==> config.mk <==
export PLATFORM = sky130hd
export DESIGN_NAME = input_top
export DESIGN_NICKNAME = d
export VERILOG_FILES = /design/src/source/arcade_input_pkg.sv /design/src/source/kbd_decode.sv /design/src/source/game_select.sv /design/src/source/port_mapper.sv /design/src/source/dip_mask.sv /design/src/source/input_top.sv
export SDC_FILE = /design/constraint.sdc
export NUM_CORES = 1
export LEC_CHECK = 0
export ABC_CLOCK_PERIOD_IN_PS = 1700
export BUFFER_PORTS_ARGS = -buffer_cell sky130_fd_sc_hd__buf_2
export CELL_PAD_IN_SITES_DETAIL_PLACEMENT = 1
export CELL_PAD_IN_SITES_GLOBAL_PLACEMENT = 1
export CORE_ASPECT_RATIO = 0.75
export CORE_UTILIZATION = 25
export DETAILED_ROUTE_END_ITERATION = 16
export PLACE_DENSITY = 0.67
export SETUP_SLACK_MARGIN = 0.3
export SLEW_MARGIN = 20
export SYNTH_ARGS = -nofsm -noshare
export SYNTH_HDL_FRONTEND = slang
export SYNTH_SLANG_ARGS = --single-unit
==> constraint.sdc <==
create_clock -name clk_sys -period 1.7 [get_ports clk_sys]
set_input_delay 0.17 -clock clk_sys [delete_from_list [all_inputs] [get_ports clk_sys]]
set_output_delay 0.17 -clock clk_sys [all_outputs]
set_load 0.005 [all_outputs]
==> src/source/arcade_input_pkg.sv <==
/*
  Shared types and constants for the arcade player input path
  Port bytes are active low, a set bit means the input is idle
  Download indexes are defaults only and the top level may override them
*/
package arcade_input_pkg;

	// ==============================
	// Game variants and port types
	// ==============================

	// Codes as sent over the download port
	typedef enum logic [7:0] {
		gv_scramble = 8'd0,
		gv_tazman   = 8'd4,
		gv_losttomb = 8'd11,
		gv_stratgyx = 8'd14,
		gv_minefld  = 8'd16
	} game_variant_e;

	typedef logic [7:0]  hw_sel_t;     // Board hardware select code
	typedef logic [7:0]  port_byte_t;  // One active-low input port
	typedef logic [31:0] joy_word_t;   // Host joystick word
	typedef logic [15:0] key_btn_t;    // Held keyboard buttons

	// Bit positions in key_btn_t
	typedef enum logic [3:0] {
		kb_up,
		kb_down,
		kb_left,
		kb_right,
		kb_fire1,
		kb_fire2,
		kb_start1,
		kb_start2,
		kb_coin1,
		kb_coin2,
		kb_up2,
		kb_down2,
		kb_left2,
		kb_right2,
		kb_fire1_2,
		kb_fire2_2
	} key_btn_e;

	// ==============================
	// Joystick word layout
	// ==============================
	localparam int JB_RIGHT  = 0;
	localparam int JB_LEFT   = 1;
	localparam int JB_DOWN   = 2;
	localparam int JB_UP     = 3;
	localparam int JB_FIRE_A = 4;
	localparam int JB_FIRE_B = 5;
	localparam int JB_FIRE_C = 6;
	localparam int JB_FIRE_D = 7;
	localparam int JB_FIRE_E = 8;
	localparam int JB_START1 = 8;   // Shares the fire e bit
	localparam int JB_START2 = 9;
	localparam int JB_COIN   = 10;

	// Default download indexes
	localparam logic [7:0] DL_INDEX_VARIANT = 8'd1;
	localparam logic [7:0] DL_INDEX_DIP     = 8'd254;

endpackage

==> src/source/kbd_decode.sv <==
/*
  Keyboard scancode decoder, holds one bit per mapped button
  Expects the host event word where bit 10 toggles once per event
  Arrow codes match with or without the extended prefix, others only without
*/
module kbd_decode
	import arcade_input_pkg::*;
(
	input  logic        clk_sys,
	input  logic        rst_n,
	input  logic [10:0] ps2_key,
	output key_btn_t    key_btn
);

	logic       toggle_q;   // Last sampled event toggle
	logic       pressed;
	logic [8:0] code;       // Bit 8 is the extended flag
	logic       key_hit;
	key_btn_e   key_idx;

	assign pressed = ps2_key[9];
	assign code    = ps2_key[8:0];

	// Scancode to button position
	always_comb
	begin
		key_hit = 1'b1;
		key_idx = kb_up;
		casez (code)
			9'b?0111_0101: key_idx = kb_up;
			9'b?0111_0010: key_idx = kb_down;
			9'b?0110_1011: key_idx = kb_left;
			9'b?0111_0100: key_idx = kb_right;
			9'h014:        key_idx = kb_fire1;     // Ctrl
			9'h029:        key_idx = kb_fire2;     // Space
			9'h005:        key_idx = kb_start1;    // F1
			9'h006:        key_idx = kb_start2;    // F2

			// Cabinet style layout
			9'h016:        key_idx = kb_start1;    // 1
			9'h01E:        key_idx = kb_start2;    // 2
			9'h02E:        key_idx = kb_coin1;     // 5
			9'h036:        key_idx = kb_coin2;     // 6
			9'h02D:        key_idx = kb_up2;       // R
			9'h02B:        key_idx = kb_down2;     // F
			9'h023:        key_idx = kb_left2;     // D
			9'h034:        key_idx = kb_right2;    // G
			9'h01C:        key_idx = kb_fire1_2;   // A
			9'h01B:        key_idx = kb_fire2_2;   // S
			default:       key_hit = 1'b0;
		endcase
	end

	always_ff @(posedge clk_sys)
	begin
		toggle_q <= ps2_key[10];
		if (!rst_n)
		begin
			key_btn <= '0;
		end
		else if ((toggle_q != ps2_key[10]) && key_hit)
		begin
			key_btn[key_idx] <= pressed;
		end
	end

endmodule

==> src/source/game_select.sv <==
/*
  Game variant register loaded from the host download port
  Codes other than the five kept variants fall back to scramble
  Outputs change on the edge that accepts the write
*/
module game_select
	import arcade_input_pkg::*;
#(
	parameter logic [7:0] VARIANT_INDEX = DL_INDEX_VARIANT
)
(
	input  logic          clk_sys,
	input  logic          rst_n,
	input  logic          dl_wr,
	input  logic [7:0]    dl_index,
	input  logic [7:0]    dl_data,
	output game_variant_e variant,
	output hw_sel_t       hw_sel,
	output logic          landscape,
	output logic          four_fire
);

	game_variant_e code_variant;    // Download byte as a kept variant
	hw_sel_t       next_hw_sel;
	logic          next_landscape;
	logic          next_four_fire;

	always_comb
	begin
		case (dl_data)
			gv_tazman:   code_variant = gv_tazman;
			gv_losttomb: code_variant = gv_losttomb;
			gv_stratgyx: code_variant = gv_stratgyx;
			gv_minefld:  code_variant = gv_minefld;
			default:     code_variant = gv_scramble;
		endcase
	end

	// Board settings per variant
	always_comb
	begin
		next_hw_sel    = 8'd0;
		next_landscape = 1'b0;
		next_four_fire = 1'b0;
		case (code_variant)
			gv_tazman:
			begin
				next_hw_sel = 8'd2;
			end
			gv_losttomb:
			begin
				next_hw_sel    = 8'd7;
				next_four_fire = 1'b1;
			end
			gv_minefld:
			begin
				next_hw_sel    = 8'd8;
				next_four_fire = 1'b1;
			end
			gv_stratgyx:
			begin
				next_hw_sel    = 8'd5;
				next_landscape = 1'b1;   // Horizontal monitor
			end
			default:;
		endcase
	end

	always_ff @(posedge clk_sys)
	begin
		if (!rst_n)
		begin
			variant   <= gv_scramble;
			hw_sel    <= '0;
			landscape <= 1'b0;
			four_fire <= 1'b0;
		end
		else if (dl_wr && (dl_index == VARIANT_INDEX))
		begin
			variant   <= code_variant;
			hw_sel    <= next_hw_sel;
			landscape <= next_landscape;
			four_fire <= next_four_fire;
		end
	end

endmodule

==> src/source/port_mapper.sv <==
/*
  Merges held keys with both joysticks and packs the four input ports
  Player 1 and player 2 controls are ORed together, the board sees one set
  Outputs are active low and registered, raw_d is tied idle
*/
module port_mapper
	import arcade_input_pkg::*;
(
	input  logic          clk_sys,
	input  logic          rst_n,
	input  key_btn_t      key_btn,
	input  joy_word_t     joy1,
	input  joy_word_t     joy2,
	input  logic          alt_controls,   // Move with the fire block
	input  game_variant_e variant,
	output port_byte_t    raw_a,
	output port_byte_t    raw_b,
	output port_byte_t    raw_c,
	output port_byte_t    raw_d
);

	joy_word_t  joy_any;
	logic       m_up;
	logic       m_down;
	logic       m_left;
	logic       m_right;
	logic       m_fire_a;
	logic       m_fire_b;
	logic       m_fire_c;
	logic       m_fire_d;
	logic       m_fire_e;
	logic       m_start1;
	logic       m_start2;
	logic       m_coin;
	port_byte_t next_a;
	port_byte_t next_b;
	port_byte_t next_c;

	// ==============================
	// Control merge
	// ==============================
	assign joy_any = joy1 | joy2;

	assign m_up     = key_btn[kb_up]    | key_btn[kb_up2]    | joy_any[JB_UP];
	assign m_down   = key_btn[kb_down]  | key_btn[kb_down2]  | joy_any[JB_DOWN];
	assign m_left   = key_btn[kb_left]  | key_btn[kb_left2]  | joy_any[JB_LEFT];
	assign m_right  = key_btn[kb_right] | key_btn[kb_right2] | joy_any[JB_RIGHT];
	assign m_fire_a = key_btn[kb_fire1] | key_btn[kb_fire1_2] | joy_any[JB_FIRE_A];
	assign m_fire_b = key_btn[kb_fire2] | key_btn[kb_fire2_2] | joy_any[JB_FIRE_B];
	assign m_fire_c = joy_any[JB_FIRE_C];   // Joystick only
	assign m_fire_d = joy_any[JB_FIRE_D];
	assign m_fire_e = joy_any[JB_FIRE_E];

	assign m_start1 = key_btn[kb_start1] | joy_any[JB_START1];
	assign m_start2 = key_btn[kb_start2] | joy_any[JB_START2];
	assign m_coin   = key_btn[kb_coin1]  | key_btn[kb_coin2] | joy_any[JB_COIN];

	// No inputs on this port in any variant
	assign raw_d = 8'hFF;

	// ==============================
	// Port layout per variant
	// ==============================
	always_comb
	begin
		// Scramble layout unless the variant says otherwise
		next_a = ~{m_coin, 1'b0, m_left, m_right, m_fire_a, 1'b0, m_fire_b, m_up};
		next_b = ~{m_start1, m_start2, m_left, m_right, m_fire_a, m_fire_b, 2'b00};
		next_c = ~{1'b0, m_down, 1'b0, m_up, 3'b000, m_down};

		case (variant)
			gv_stratgyx:
			begin
				next_c = ~{m_fire_c, m_down, m_fire_c, m_up, 3'b000, m_down};
			end
			gv_tazman:
			begin
				next_a = ~{m_coin, 1'b0, m_left, m_right, m_down, m_up, m_fire_a, m_fire_b};
				next_b = 8'hFF;
				next_c = ~{1'b0, m_start2, 5'b00000, m_start1};
			end
			gv_losttomb:
			begin
				next_a = ~{m_coin, 1'b0, m_left, m_right, m_down, m_up, m_start1, m_start2};
				if (alt_controls)
					next_b = ~{1'b0, m_fire_e | m_fire_a, m_left, m_right, m_down, m_up, 2'b00};
				else
					next_b = ~{1'b0, m_fire_e, m_fire_d, m_fire_a, m_fire_b, m_fire_c, 2'b00};
				next_c = 8'hFF;
			end
			gv_minefld:
			begin
				next_a = ~{m_coin, 1'b0, m_left, m_right, m_down, m_up, 1'b0, m_start1};
				if (alt_controls)
					next_b = ~{2'b00, m_left, m_right, m_down, m_up, 2'b00};
				else
					next_b = ~{2'b00, m_fire_d, m_fire_a, m_fire_b, m_fire_c, 2'b00};
				next_c = ~{1'b0, m_start2, 5'b00000, m_start1};   // Same as tazman
			end
			default:;
		endcase
	end

	always_ff @(posedge clk_sys)
	begin
		if (!rst_n)
		begin
			raw_a <= 8'hFF;
			raw_b <= 8'hFF;
			raw_c <= 8'hFF;
		end
		else
		begin
			raw_a <= next_a;
			raw_b <= next_b;
			raw_c <= next_c;
		end
	end

endmodule

==> src/source/dip_mask.sv <==
/*
  DIP switch bank loaded over the download port, masks the raw port bytes
  Only addresses 0 to 3 at the DIP index are stored, the rest are dropped
  A cleared DIP bit forces that port bit active
*/
module dip_mask
	import arcade_input_pkg::*;
#(
	parameter logic [7:0] DIP_INDEX = DL_INDEX_DIP
)
(
	input  logic        clk_sys,
	input  logic        rst_n,
	input  logic        dl_wr,
	input  logic [7:0]  dl_index,
	input  logic [15:0] dl_addr,
	input  logic [7:0]  dl_data,
	input  port_byte_t  raw_a,
	input  port_byte_t  raw_b,
	input  port_byte_t  raw_c,
	input  port_byte_t  raw_d,
	output port_byte_t  port_a,
	output port_byte_t  port_b,
	output port_byte_t  port_c,
	output port_byte_t  port_d
);

	port_byte_t dip [4];   // One byte per port
	logic       dip_wr;

	assign dip_wr = dl_wr && (dl_index == DIP_INDEX) && (dl_addr[15:2] == 14'd0);

	always_ff @(posedge clk_sys)
	begin
		if (!rst_n)
		begin
			dip    <= '{default: 8'hFF};   // Pass everything through
			port_a <= 8'hFF;
			port_b <= 8'hFF;
			port_c <= 8'hFF;
			port_d <= 8'hFF;
		end
		else
		begin
			if (dip_wr)
				dip[dl_addr[1:0]] <= dl_data;

			// Masked with the DIP bytes held before this write
			port_a <= dip[0] & raw_a;
			port_b <= dip[1] & raw_b;
			port_c <= dip[2] & raw_c;
			port_d <= dip[3] & raw_d;
		end
	end

endmodule

==> src/source/input_top.sv <==
/*
  Player input path of the arcade board, keys and joysticks to port bytes
  Key events reach the ports in three cycles, joysticks in two
*/
module input_top
	import arcade_input_pkg::*;
#(
	parameter logic [7:0] VARIANT_INDEX = DL_INDEX_VARIANT,
	parameter logic [7:0] DIP_INDEX     = DL_INDEX_DIP
)
(
	input  logic        clk_sys,
	input  logic        rst_n,
	input  logic [10:0] ps2_key,
	input  joy_word_t   joy1,
	input  joy_word_t   joy2,
	input  logic        alt_controls,
	input  logic        dl_wr,
	input  logic [7:0]  dl_index,
	input  logic [15:0] dl_addr,
	input  logic [7:0]  dl_data,
	output port_byte_t  port_a,
	output port_byte_t  port_b,
	output port_byte_t  port_c,
	output port_byte_t  port_d,
	output hw_sel_t     hw_sel,
	output logic        landscape,
	output logic        four_fire
);

	key_btn_t      key_btn;
	game_variant_e variant;
	port_byte_t    raw_a;
	port_byte_t    raw_b;
	port_byte_t    raw_c;
	port_byte_t    raw_d;

	kbd_decode i_kbd_decode (
		.clk_sys (clk_sys),
		.rst_n   (rst_n),
		.ps2_key (ps2_key),
		.key_btn (key_btn)
	);

	game_select #(.VARIANT_INDEX(VARIANT_INDEX)) i_game_select (
		.clk_sys   (clk_sys),
		.rst_n     (rst_n),
		.dl_wr     (dl_wr),
		.dl_index  (dl_index),
		.dl_data   (dl_data),
		.variant   (variant),
		.hw_sel    (hw_sel),
		.landscape (landscape),
		.four_fire (four_fire)
	);

	port_mapper i_port_mapper (
		.clk_sys      (clk_sys),
		.rst_n        (rst_n),
		.key_btn      (key_btn),
		.joy1         (joy1),
		.joy2         (joy2),
		.alt_controls (alt_controls),
		.variant      (variant),
		.raw_a        (raw_a),
		.raw_b        (raw_b),
		.raw_c        (raw_c),
		.raw_d        (raw_d)
	);

	dip_mask #(.DIP_INDEX(DIP_INDEX)) i_dip_mask (
		.clk_sys  (clk_sys),
		.rst_n    (rst_n),
		.dl_wr    (dl_wr),
		.dl_index (dl_index),
		.dl_addr  (dl_addr),
		.dl_data  (dl_data),
		.raw_a    (raw_a),
		.raw_b    (raw_b),
		.raw_c    (raw_c),
		.raw_d    (raw_d),
		.port_a   (port_a),
		.port_b   (port_b),
		.port_c   (port_c),
		.port_d   (port_d)
	);

endmodule

==> flow_summary.yaml, run 1 <==
power_and_ir_drop:
  peakVddDrop_mv: 0.408
  p_per_area_nw_per_um2: 772
  leakagePower_nw: 2.72
  p_comb_share_pct: 11.4
  intPower_mw: 3.96
  power.share.switching_pct: 23.2
  p_switching_mw: 1.20
  seq_power_share_pct: 49.7
  clkPwrFrac_pct: 38.9
global_routing:
  grt_use_total_pct: 15.6
  grt_pass1_wl_um: 22500
  first_global_vias: 4406
  antenna_found_initial: 2
  grt_start_max_net_pins: 37
  globalRouteOverflowTotal: 0
clocking:
  cts_buffers: 9
  cts-root-buf: "clkbuf_16"
  cts.clk_slew.worst_paths_ns: 0.07
  cts_max_level: 3
  clockBufferDepth: 2
  cts.sinks: 107
  cts_tree: "done"
  clk_latency_ns: 0.34
die:
  start_util_pct: 25.6
  die_w_um: 157
  top_level_ports: 153
  fp.dieH_um: 119
  num_rows: 42
  die_area_sq_um: 18700
  core_area_sq_um: 17700
yosys:
  avgSynthCellArea_sq_um: 9.32
  synth_compound_gate_area_share_pct: 10.4
  synth_simple_gate_area_share_pct: 27.8
  ys_ff_latch: 107
  synth_edf_count: 0
  synth_seq_area_share_pct: 47.3
  synthMuxAreaShare_pct: 9.06
  ys_warn_count: 0
  synth_top_family_by_area: "simple AND/OR/NAND/NOR gates"
  async_flop_share_pct: 0
  syn-cell-area_sq_um: 4530
  synth_fa_ha_area_share_pct: 0
  postSynthCellCount: 486
  ys_types: 63
  synthXorXnorAreaFrac_pct: 1.13
  synth_ff_type: "dfxtp_1"
route:
  wl_per_cell_um: 17.0
  via_per_inst: 4.70
  routed.top_layer: "met4"
  route.detailed.drc: 0
  vias: 4217
  ant_nets: 0
  first_pass_iters: 4
  routed_wl_um: 15300
  wl_met2_um: 7340
  wl_met1_um: 6850
  wl_met3_um: 778
  drtIter0Drc: 210
critical_path:
  cp-start-kind: "primary input"
  crit_path_end_kind: "register"
  critPathKind: "primary input to register"
  worstPathRequired_ns: 1.91
  critPathSlowestCell: "or3_4"
  crit_path_max_fanout: 8
  crit_buf_inv: 3
  worstPathArrival_ns: 1.75
  crit_start: "dl_addr[12]"
  r2r_start: "i_game_select.variant[4]"
  cp_top_family: "simple AND/OR/NAND/NOR gates"
  crit_chain: "buf_6 -> or3_4 -> nor4_4 -> nand4_2 -> buf_6 -> nor3_4 -> buf_12 -> mux2i_2 -> nand2_1"
  critPathMostFrequentCell: "buf_6"
  max_stage_delay_ns: 0.38
cells_and_area:
  syn_to_final_growth_pct: 47.4
  final_cell_mix: "dfxtp_1 (102), nand2_1 (100), buf_2 (96), buf_4 (50), mux2i_1 (38)"
  fill_cells: 2070
  final_nets: 762
  layout_commonest_cell: "dfxtp_1"
  drive_gt1_share_pct: 41.1
  fin_cells: 898
sta:
  worstMarginPinSlew_ns: 0.702
  fin_crit_sh_pct: 90.8
  slew_headroom_pct: 52.8
  fin_skew_ns: 0.00855
  rsz0062_at_grt: "true"
  worst_hold_slack_ns: 0.0226
  maxSlewViolCount: 0
  period_minus_slack_ns: 1.54
  hold_violations: 0
  max_freq_ghz: 0.648
  setup_viol: 0
placed_design:
  place_inst: 861
  hpwl_um: 10800
  place_congestion: 0.812
  portBuffers: 106
status:
  outcome: "complete, no violations"
hold_path:
  hold_path.class: "primary input to register"
  hold_start: "joy2[10]"
flow_run:
  cap_violations: 0
through the flow:
stage / utilization, % / TNS, ns / setup WS [ns] / power [mW] / instance area [sq um]
2_1_floorplan: - / -1.09 / -0.0608 / 2.86 / 4730
3_3_place_gp: 32.6 / -4.32 / -0.154 / 3.08 / 5770
3_5_place_dp: 32.6 / -7.86 / -0.264 / 3.10 / 5770
4_1_cts: 35.9 / 0 / 0.172 / 5.16 / 6360
5_1_grt: 37.7 / 0 / 0.0803 / 5.33 / 6680
6_report: 37.7 / 0 / 0.157 / 5.16 / 6680
registers in the layout, summed over array words and instances, names as in the netlist, 6 cells and up:
register	cells
i_dip_mask.port_a	8
i_port_mapper.raw_a	7
i_dip_mask.port_c	8
i_kbd_decode.key_btn	16
i_dip_mask.port_d	8
i_dip_mask.port_b	8
i_port_mapper.raw_b	6
i_dip_mask.dip	32
power groups by stage:
stage / sequential, mW / clock, mW / combinational, mW
after floorplan: 2.62 / 0 / 0.241
after global placement: 2.62 / 0 / 0.461
after detailed placement: 2.62 / 0 / 0.474
after CTS: 2.57 / 2.06 / 0.535
after global routing: 2.56 / 2.14 / 0.630
final: 2.56 / 2.00 / 0.589
path summary, 6_finish.rpt:
check | end | slack, ns | cells past startpoint
setup reg to reg | i_port_mapper.raw_a[1] | 0.19 | 6
hold / removal | i_port_mapper.raw_a[7] | 0.02 | 2
setup / recovery | i_dip_mask.dip[9] | 0.16 | 9
hold reg to reg | i_dip_mask.port_a[4] | 0.44 | 2
layout make-up:
| cell class | instances | area [sq um] | area share, % |
|---|---|---|---|
| antenna | 1 | 2.50 | 0.0375 |
| inverter | 7 | 26.3 | 0.393 |
| clock inverter | 2 | 37.5 | 0.562 |
| sequential | 107 | 2150 | 32.2 |
| multi-input combinational | 348 | 2660 | 39.8 |
| clock buffer | 13 | 240 | 3.60 |
| timing repair buffer | 178 | 1260 | 18.9 |
| tap | 242 | 303 | 4.53 |
synth_stat cells, types with 5 or more instances:
master	count	share of area [%]
dfxtp_1	107	47
buf_2	5	0.55
nor2_1	23	1.9
clkbuf_1	9	0.75
or3_1	7	0.97
inv_1	6	0.50
or4_1	6	0.99
mux2i_1	41	9.1
nor4_1	7	0.97
o211ai_1	8	1.3
a21oi_1	16	1.8
nand2b_1	20	2.8
nand3_1	8	0.88
nor2b_1	7	0.97
o41ai_1	5	0.97
nand3b_1	8	1.3
nand2_1	102	8.5
nand4_1	7	0.97
buf_4	7	1.2
o21ai_0	12	1.3
timing repair:
item | CTS | global route
setup buffers | 9 | 9
resized for setup | 51 | 60
setup endpoints to repair | 58 | 62
cloned | 1 | 0
hold buffers | 2 | 0
hold endpoints to repair | 2 | 0
pin swaps | 27 | 23
per-layer routing:
layer	GRT usage (%)	vias to the layer above
met5	0	-
met4	3.40	0
met3	4.18	24
met2	26.1	105
met1	19.8	2053
li1	-	2035
cells by family after synthesis:
family,count (synthesis)
muxes,41
buffers and inverters,35
other,1
and+or+nand+nor,231
DFF,107
AOI/OAI and AO/OA,66
xor gates and xnor gates,5
Power figures use the tool's default switching activity.
==> run 2, diff against run 1 <==
--- a/config.mk
+++ b/config.mk
@@ -5,6 +5,7 @@
 export SDC_FILE = /design/constraint.sdc
 export NUM_CORES = 1
 export LEC_CHECK = 0
+export ABC_AREA = 1
 export ABC_CLOCK_PERIOD_IN_PS = 1700
 export BUFFER_PORTS_ARGS = -buffer_cell sky130_fd_sc_hd__buf_2
 export CELL_PAD_IN_SITES_DETAIL_PLACEMENT = 1
@@ -12,8 +13,8 @@
 export CORE_ASPECT_RATIO = 0.75
 export CORE_UTILIZATION = 25
 export DETAILED_ROUTE_END_ITERATION = 16
-export PLACE_DENSITY = 0.67
-export SETUP_SLACK_MARGIN = 0.3
+export PLACE_DENSITY = 0.69
+export SETUP_SLACK_MARGIN = 0.02
 export SLEW_MARGIN = 20
 export SYNTH_ARGS = -nofsm -noshare
 export SYNTH_HDL_FRONTEND = slang
==> run 2 against run 1 <==
Compared with the run above:
- global-route usage decreased by 0.22 points
- largest power group unchanged
- fmax is 3.3% higher
- utilization is 4.5 points lower
- count of clock-buffer cells in the layout down 3
- clock power up 9%
- critical endpoint is now i_port_mapper.raw_a[3]
- register-to-register slack improved by 0.02 ns
- combinational power is 27% lower
- setup slack better by 0.049 ns
- hold slack worse by 0.011 ns
- wire length decreased by 11%
- highest routed layer unchanged
- via count up 3.1%
- clock skew decreased by 0.00064 ns
==> flow_summary.yaml, run 2 <==
die:
  start_util_pct: 25.7
  num_rows: 42
  fp.dieH_um: 119
  top_level_ports: 153
  core_area_sq_um: 17800
  die_w_um: 158
  die_area_sq_um: 18800
global_routing:
  first_global_vias: 4347
  antenna_found_initial: 0
  globalRouteOverflowTotal: 0
  grt_start_max_net_pins: 74
  grt_pass1_wl_um: 22300
  grt_use_total_pct: 15.3
yosys:
  synth_top_cell_by_area: "dfxtp_1"
  postSynthCellCount: 616
  syn-cell-area_sq_um: 4570
  ys_warn_count: 0
  ys_ff_latch: 107
  yosysMostFrequentCell: "nand2_1"
  synth_top_cells_by_count: "nand2_1 (152), dfxtp_1 (107), inv_1 (74)"
  synth_ff_type: "dfxtp_1"
  async_flop_share_pct: 0
  synth_edf_count: 0
  ys_top_cells_by_area: "dfxtp_1 (47%), nand2_1 (12%), inv_1 (6.1%)"
  synth_seq_area_share_pct: 46.9
  ys_types: 40
  yosys.area.top_type_share_pct: 46.9
  avgSynthCellArea_sq_um: 7.41
placed_design:
  portBuffers: 106
  place_inst: 972
  hpwl_um: 10500
  place_congestion: 0.846
  dpl-instance-area_sq_um: 5550
sta:
  period_minus_slack_ns: 1.49
  fin_crit_sh_pct: 87.9
  hold_violations: 0
  worst_hold_slack_ns: 0.0115
  fin_skew_ns: 0.00792
  setup_tns_ns: 0
  setup_viol: 0
  max_freq_ghz: 0.669
  worstMarginPinSlew_ns: 0.609
  slew_headroom_pct: 59.0
  maxSlewViolCount: 0
  rsz0062_at_grt: "false"
cells_and_area:
  diodes: 0
  final_cell_mix: "nand2_1 (152), dfxtp_1 (106), buf_2 (106), inv_1 (74), nand3_1 (49)"
  largest_register: "i_dip_mask.dip"
  fill_cells: 2235
  drive_gt1_share_pct: 24.5
  fin_cells: 990
  design_area_sq_um: 5890
  largest_reg_flops: 32
  syn_to_final_growth_pct: 29.0
  multi_input_area_sq_um: 1990
  reg_top3: "i_dip_mask.dip: 32 flops, i_kbd_decode.key_btn: 16 flops"
  final_nets: 854
  seq_area_sq_um: 2140
  layout_commonest_cell: "nand2_1"
power_and_ir_drop:
  peakVddDrop_mv: 0.501
  leakagePower_nw: 2.72
  p_per_area_nw_per_um2: 879
  p_total_mw: 5.18
clocking:
  post_cts_buffers: 0
  cts_tree: "done"
  cts_max_level: 3
  cts-root-buf: "clkbuf_16"
  cts_buffers: 9
  cts.sinks: 107
  cts.clk_slew.worst_paths_ns: 0.07
  clk_latency_ns: 0.35
  clockBufferDepth: 2
route:
  drtIter0Drc: 205
  wl_per_cell_um: 13.7
  routed_wl_um: 13500
  vias: 4348
  route.detailed.drc: 0
  via_per_inst: 4.39
  ant_nets: 0
  first_pass_iters: 4
critical_path:
  worstPathArrival_ns: 1.71
  worstPathRequired_ns: 1.91
  critPathKind: "register to register"
  crit_path_end_kind: "register"
  cp-start-kind: "register"
  crit_path_max_fanout: 6
  r2r_cells: 7
flow_run:
  cap_violations: 0
status:
  outcome: "complete, no violations"
hold_path:
  hold_path.class: "primary input to register"
  whs_path_depth: 2
-- run 2: cell count changes after synthesis, sizes merged, moves of 10 or more --
cell,previous run,this run
mux2i,41,0
nor2,23,52
nand3,9,51
o211ai,8,20
nand4,8,28
nand2,102,158
a21oi,16,26
nand2b,20,0
inv,6,80
-- run 2: area by class of cell --
class                   count  area share, %
flip-flops and latches    107           36.4
multi-input cells         403           33.8
well taps                 242           5.14
inverters                  81           5.20
clock inverters             6           1.36
repair buffers            141           14.2
clock buffers              10           3.89
-- run 2: where the power goes --
part | internal (mW) | total (mW) | switching (mW)
Sequential | 2.55 | 2.57 | 0.0156
Combinational | 0.154 | 0.430 | 0.277
Clock | 1.28 | 2.18 | 0.902
Total | 3.99 | 5.18 | 1.19
-- run 2: logic make-up after synthesis --
kind of cell    after synthesis  synth area share (%)
other cells                   1                0.0821
simple gates                321                  32.4
buf+inv                     109                  10.1
xor+xnor                      1                 0.192
compound gates               77                  10.3
flops                       107                  46.9
-- run 2: worst max-delay path, cell delays in order (launching register included) --
cell and delay (ns):
dfxtp_1 0.36, inv_2 0.06, nor4_2 0.26, inv_1 0.18, nand2_2 0.09, inv_1 0.10, a21oi_1 0.19, o21ai_1 0.13
-- run 2: layer usage --
layer	GRT usage (%)	vias to the layer above	share of wire [%]
met5	0	-	0
met4	3.67	0	0.92
met3	3.53	12	3.6
met2	23.0	63	42
met1	22.0	1989	53
li1	-	2284	-
-- run 2: final timing paths --
check / startpoint / to / slack (ns)
max: i_game_select.variant[0] / i_port_mapper.raw_a[3] / 0.21
min reg2reg: i_dip_mask.dip[10] / i_dip_mask.port_c[2] / 0.42
min: joy2[10] / i_port_mapper.raw_a[7] / 0.01
max reg2reg: i_game_select.variant[0] / i_port_mapper.raw_a[3] / 0.21
-- run 2: through the flow --
stage               utilization, %  setup WS, ns
floorplan                        -         0.202
global placement              31.2       -0.0225
detailed placement            31.2       -0.0761
CTS                           33.1        0.0907
global route                  33.2        0.0386
finish                        33.2         0.206
-- run 2: timing repair --
action	in CTS	in global routing
hold endpoints to repair	2	0
setup endpoints to repair	0	4
hold buffers	2	0
resized for setup	0	3
==> run 3, diff against run 2 <==
--- a/config.mk
+++ b/config.mk
@@ -8,12 +8,10 @@
 export ABC_AREA = 1
 export ABC_CLOCK_PERIOD_IN_PS = 1700
 export BUFFER_PORTS_ARGS = -buffer_cell sky130_fd_sc_hd__buf_2
-export CELL_PAD_IN_SITES_DETAIL_PLACEMENT = 1
-export CELL_PAD_IN_SITES_GLOBAL_PLACEMENT = 1
 export CORE_ASPECT_RATIO = 0.75
 export CORE_UTILIZATION = 25
 export DETAILED_ROUTE_END_ITERATION = 16
-export PLACE_DENSITY = 0.69
+export PLACE_DENSITY = 0.54
 export SETUP_SLACK_MARGIN = 0.02
 export SLEW_MARGIN = 20
 export SYNTH_ARGS = -nofsm -noshare
==> run 3 against run 2 <==
Compared with the run above:
- utilization about the same
- total power shrank 2.4%
- hold slack lost 0.0067 ns
- non-clock buffer count is 1 higher
- clock power down 5%
- register-to-register slack worse by 0.03 ns
- fmax down 2.0%
- setup slack got worse by 0.031 ns
==> flow_summary.yaml, run 3 (same netlist as run 2, synthesis figures left out) <==
critical_path:
  crit_buf_inv: 2
  cp-start-kind: "register"
  r2r_cells: 8
  critPathSlowestCell: "dfxtp_1"
  max_stage_delay_ns: 0.31
  cp_top_family: "simple AND/OR/NAND/NOR gates"
  worstPathArrival_ns: 1.75
  crit_chain: "inv_1 -> nand2_1 -> nor3_1 -> nor2_1 -> nand2_2 -> inv_2 -> a21oi_2 -> o311ai_2"
  crit_path_end_kind: "register"
  worstPathRequired_ns: 1.92
  crit_path_max_fanout: 6
  critPathKind: "register to register"
  r2r_start: "i_game_select.variant[3]"
  r2r-end: "i_port_mapper.raw_b[3]"
  r2r_setup_slack_ns: 0.17
clocking:
  post_cts_buffers: 0
  cts-root-buf: "clkbuf_16"
  clk_latency_ns: 0.35
  cts.sinks: 107
  cts.clk_slew.worst_paths_ns: 0.07
  cts_max_level: 3
  cts_tree: "done"
  cts_buffers: 9
  clockBufferDepth: 2
sta:
  maxSlewViolCount: 0
  setup_viol: 0
  slew_headroom_pct: 54.2
  hold_violations: 0
  fin_crit_sh_pct: 89.7
  worstMarginPinSlew_ns: 0.680
  rsz0062_at_grt: "false"
  fin_skew_ns: 0.00926
  period_minus_slack_ns: 1.53
  max_freq_ghz: 0.655
  worst_slack_ns: 0.174
route:
  route.detailed.drc: 0
  drtIter0Drc: 290
  vias: 4268
  routed_wl_um: 12400
  first_pass_iters: 4
  via_per_inst: 4.31
  wl_per_cell_um: 12.5
  ant_nets: 0
cells_and_area:
  reg_top3: "i_dip_mask.dip: 32 flops, i_kbd_decode.key_btn: 16 flops"
  diodes: 0
  largest_register: "i_dip_mask.dip"
  final_cell_mix: "nand2_1 (152), dfxtp_1 (107), buf_2 (106), inv_1 (73), nand3_1 (49)"
  seq_area_sq_um: 2140
  fill_cells: 1992
  design_area_sq_um: 5890
  drive_gt1_share_pct: 24.6
  multi_input_area_sq_um: 2000
  layout_commonest_cell: "nand2_1"
  fin_cells: 991
  largest_reg_flops: 32
  final_nets: 855
  syn_to_final_growth_pct: 28.9
power_and_ir_drop:
  leakagePower_nw: 2.70
  p_per_area_nw_per_um2: 859
  peakVddDrop_mv: 0.495
  p_total_mw: 5.06
global_routing:
  grt_pass1_wl_um: 19800
  grt_use_total_pct: 13.7
  first_global_vias: 3892
  grt_start_max_net_pins: 62
  antenna_found_initial: 3
  globalRouteOverflowTotal: 0
placed_design:
  dpl-instance-area_sq_um: 5560
  hpwl_um: 9450
  place_inst: 973
  place_congestion: 0.846
  portBuffers: 106
  preCtsSetupSlack_ns: -0.0607
die:
  die_w_um: 158
  start_util_pct: 25.7
  num_rows: 42
  top_level_ports: 153
  core_area_sq_um: 17800
  die_area_sq_um: 18800
  fp.dieH_um: 119
flow_run:
  cap_violations: 0
hold_path:
  min_to: "i_port_mapper.raw_a[7]"
  hold_path.class: "primary input to register"
  hold_start: "joy2[10]"
  whs_path_depth: 2
status:
  outcome: "complete, no violations"
==> run 3: where the power goes <==
part	switching (mW)	leakage (nW)	internal (mW)
clock	0.923	0.137	1.14
sequential	0.0132	0.874	2.55
combinational	0.266	1.69	0.157
==> run 3: worst register-to-register path: stages, from the launching register on <==
cell and delay (ns):
dfxtp_1 0.31, inv_1 0.12, nand2_1 0.06, nor3_1 0.22, nor2_1 0.14, nand2_2 0.15
inv_2 0.09, a21oi_2 0.16, o311ai_2 0.13
==> run 3: area by class of cell <==
class	count	area share (%)
flip-flops and latches	107	36.4
multi-input cells	403	34.0
repair buffers	142	14.3
inverters	81	5.21
well taps	242	5.14
clock buffers	12	4.02
clock inverters	4	0.872
==> run 3: stage by stage <==
stage / TNS (ns) / hold WS, ns / util (%)
6_report: 0 / 0.00483 / 33.1
5_1_grt: 0 / 0.00959 / 33.1
4_1_cts: 0 / 0.00624 / 33.0
3_5_place_dp: -0.0997 / 0.325 / 31.3
3_3_place_gp: -0.0177 / 0.323 / 31.3
2_1_floorplan: 0 / 0.198 / -
==> run 3: what timing repair did <==
item | 4_1_cts | 5_1_grt
hold endpoints to repair | 2 | 0
hold buffers | 2 | 0
resized for setup | 0 | 5
endpoints found under the setup margin | 0 | 6
==> run 3: worst max path at each step <==
| stage | from | end | slack (ns) | depth (start not counted) |
|---|---|---|---|---|
| 3_5_place_dp | ps2_key[7] | i_kbd_decode.key_btn[6] | -0.06 | 13 |
| 3_3_place_gp | ps2_key[7] | i_kbd_decode.key_btn[6] | -0.02 | 13 |
| 6_report | i_game_select.variant[3] | i_port_mapper.raw_b[3] | 0.17 | 8 |
| 2_1_floorplan | i_game_select.variant[0] | i_port_mapper.raw_b[3] | 0.20 | 10 |
| 5_1_grt | ps2_key[7] | i_kbd_decode.key_btn[6] | 0.02 | 14 |
| 4_1_cts | i_game_select.variant[0] | i_port_mapper.raw_b[3] | 0.10 | 7 |
==> run 3: routing by layer <==
layer	global-route usage, %	share of wire, %
met1	20.1	52
met4	3.31	1.2
met3	4.66	7.0
met2	18.9	40
met5	0	0.22
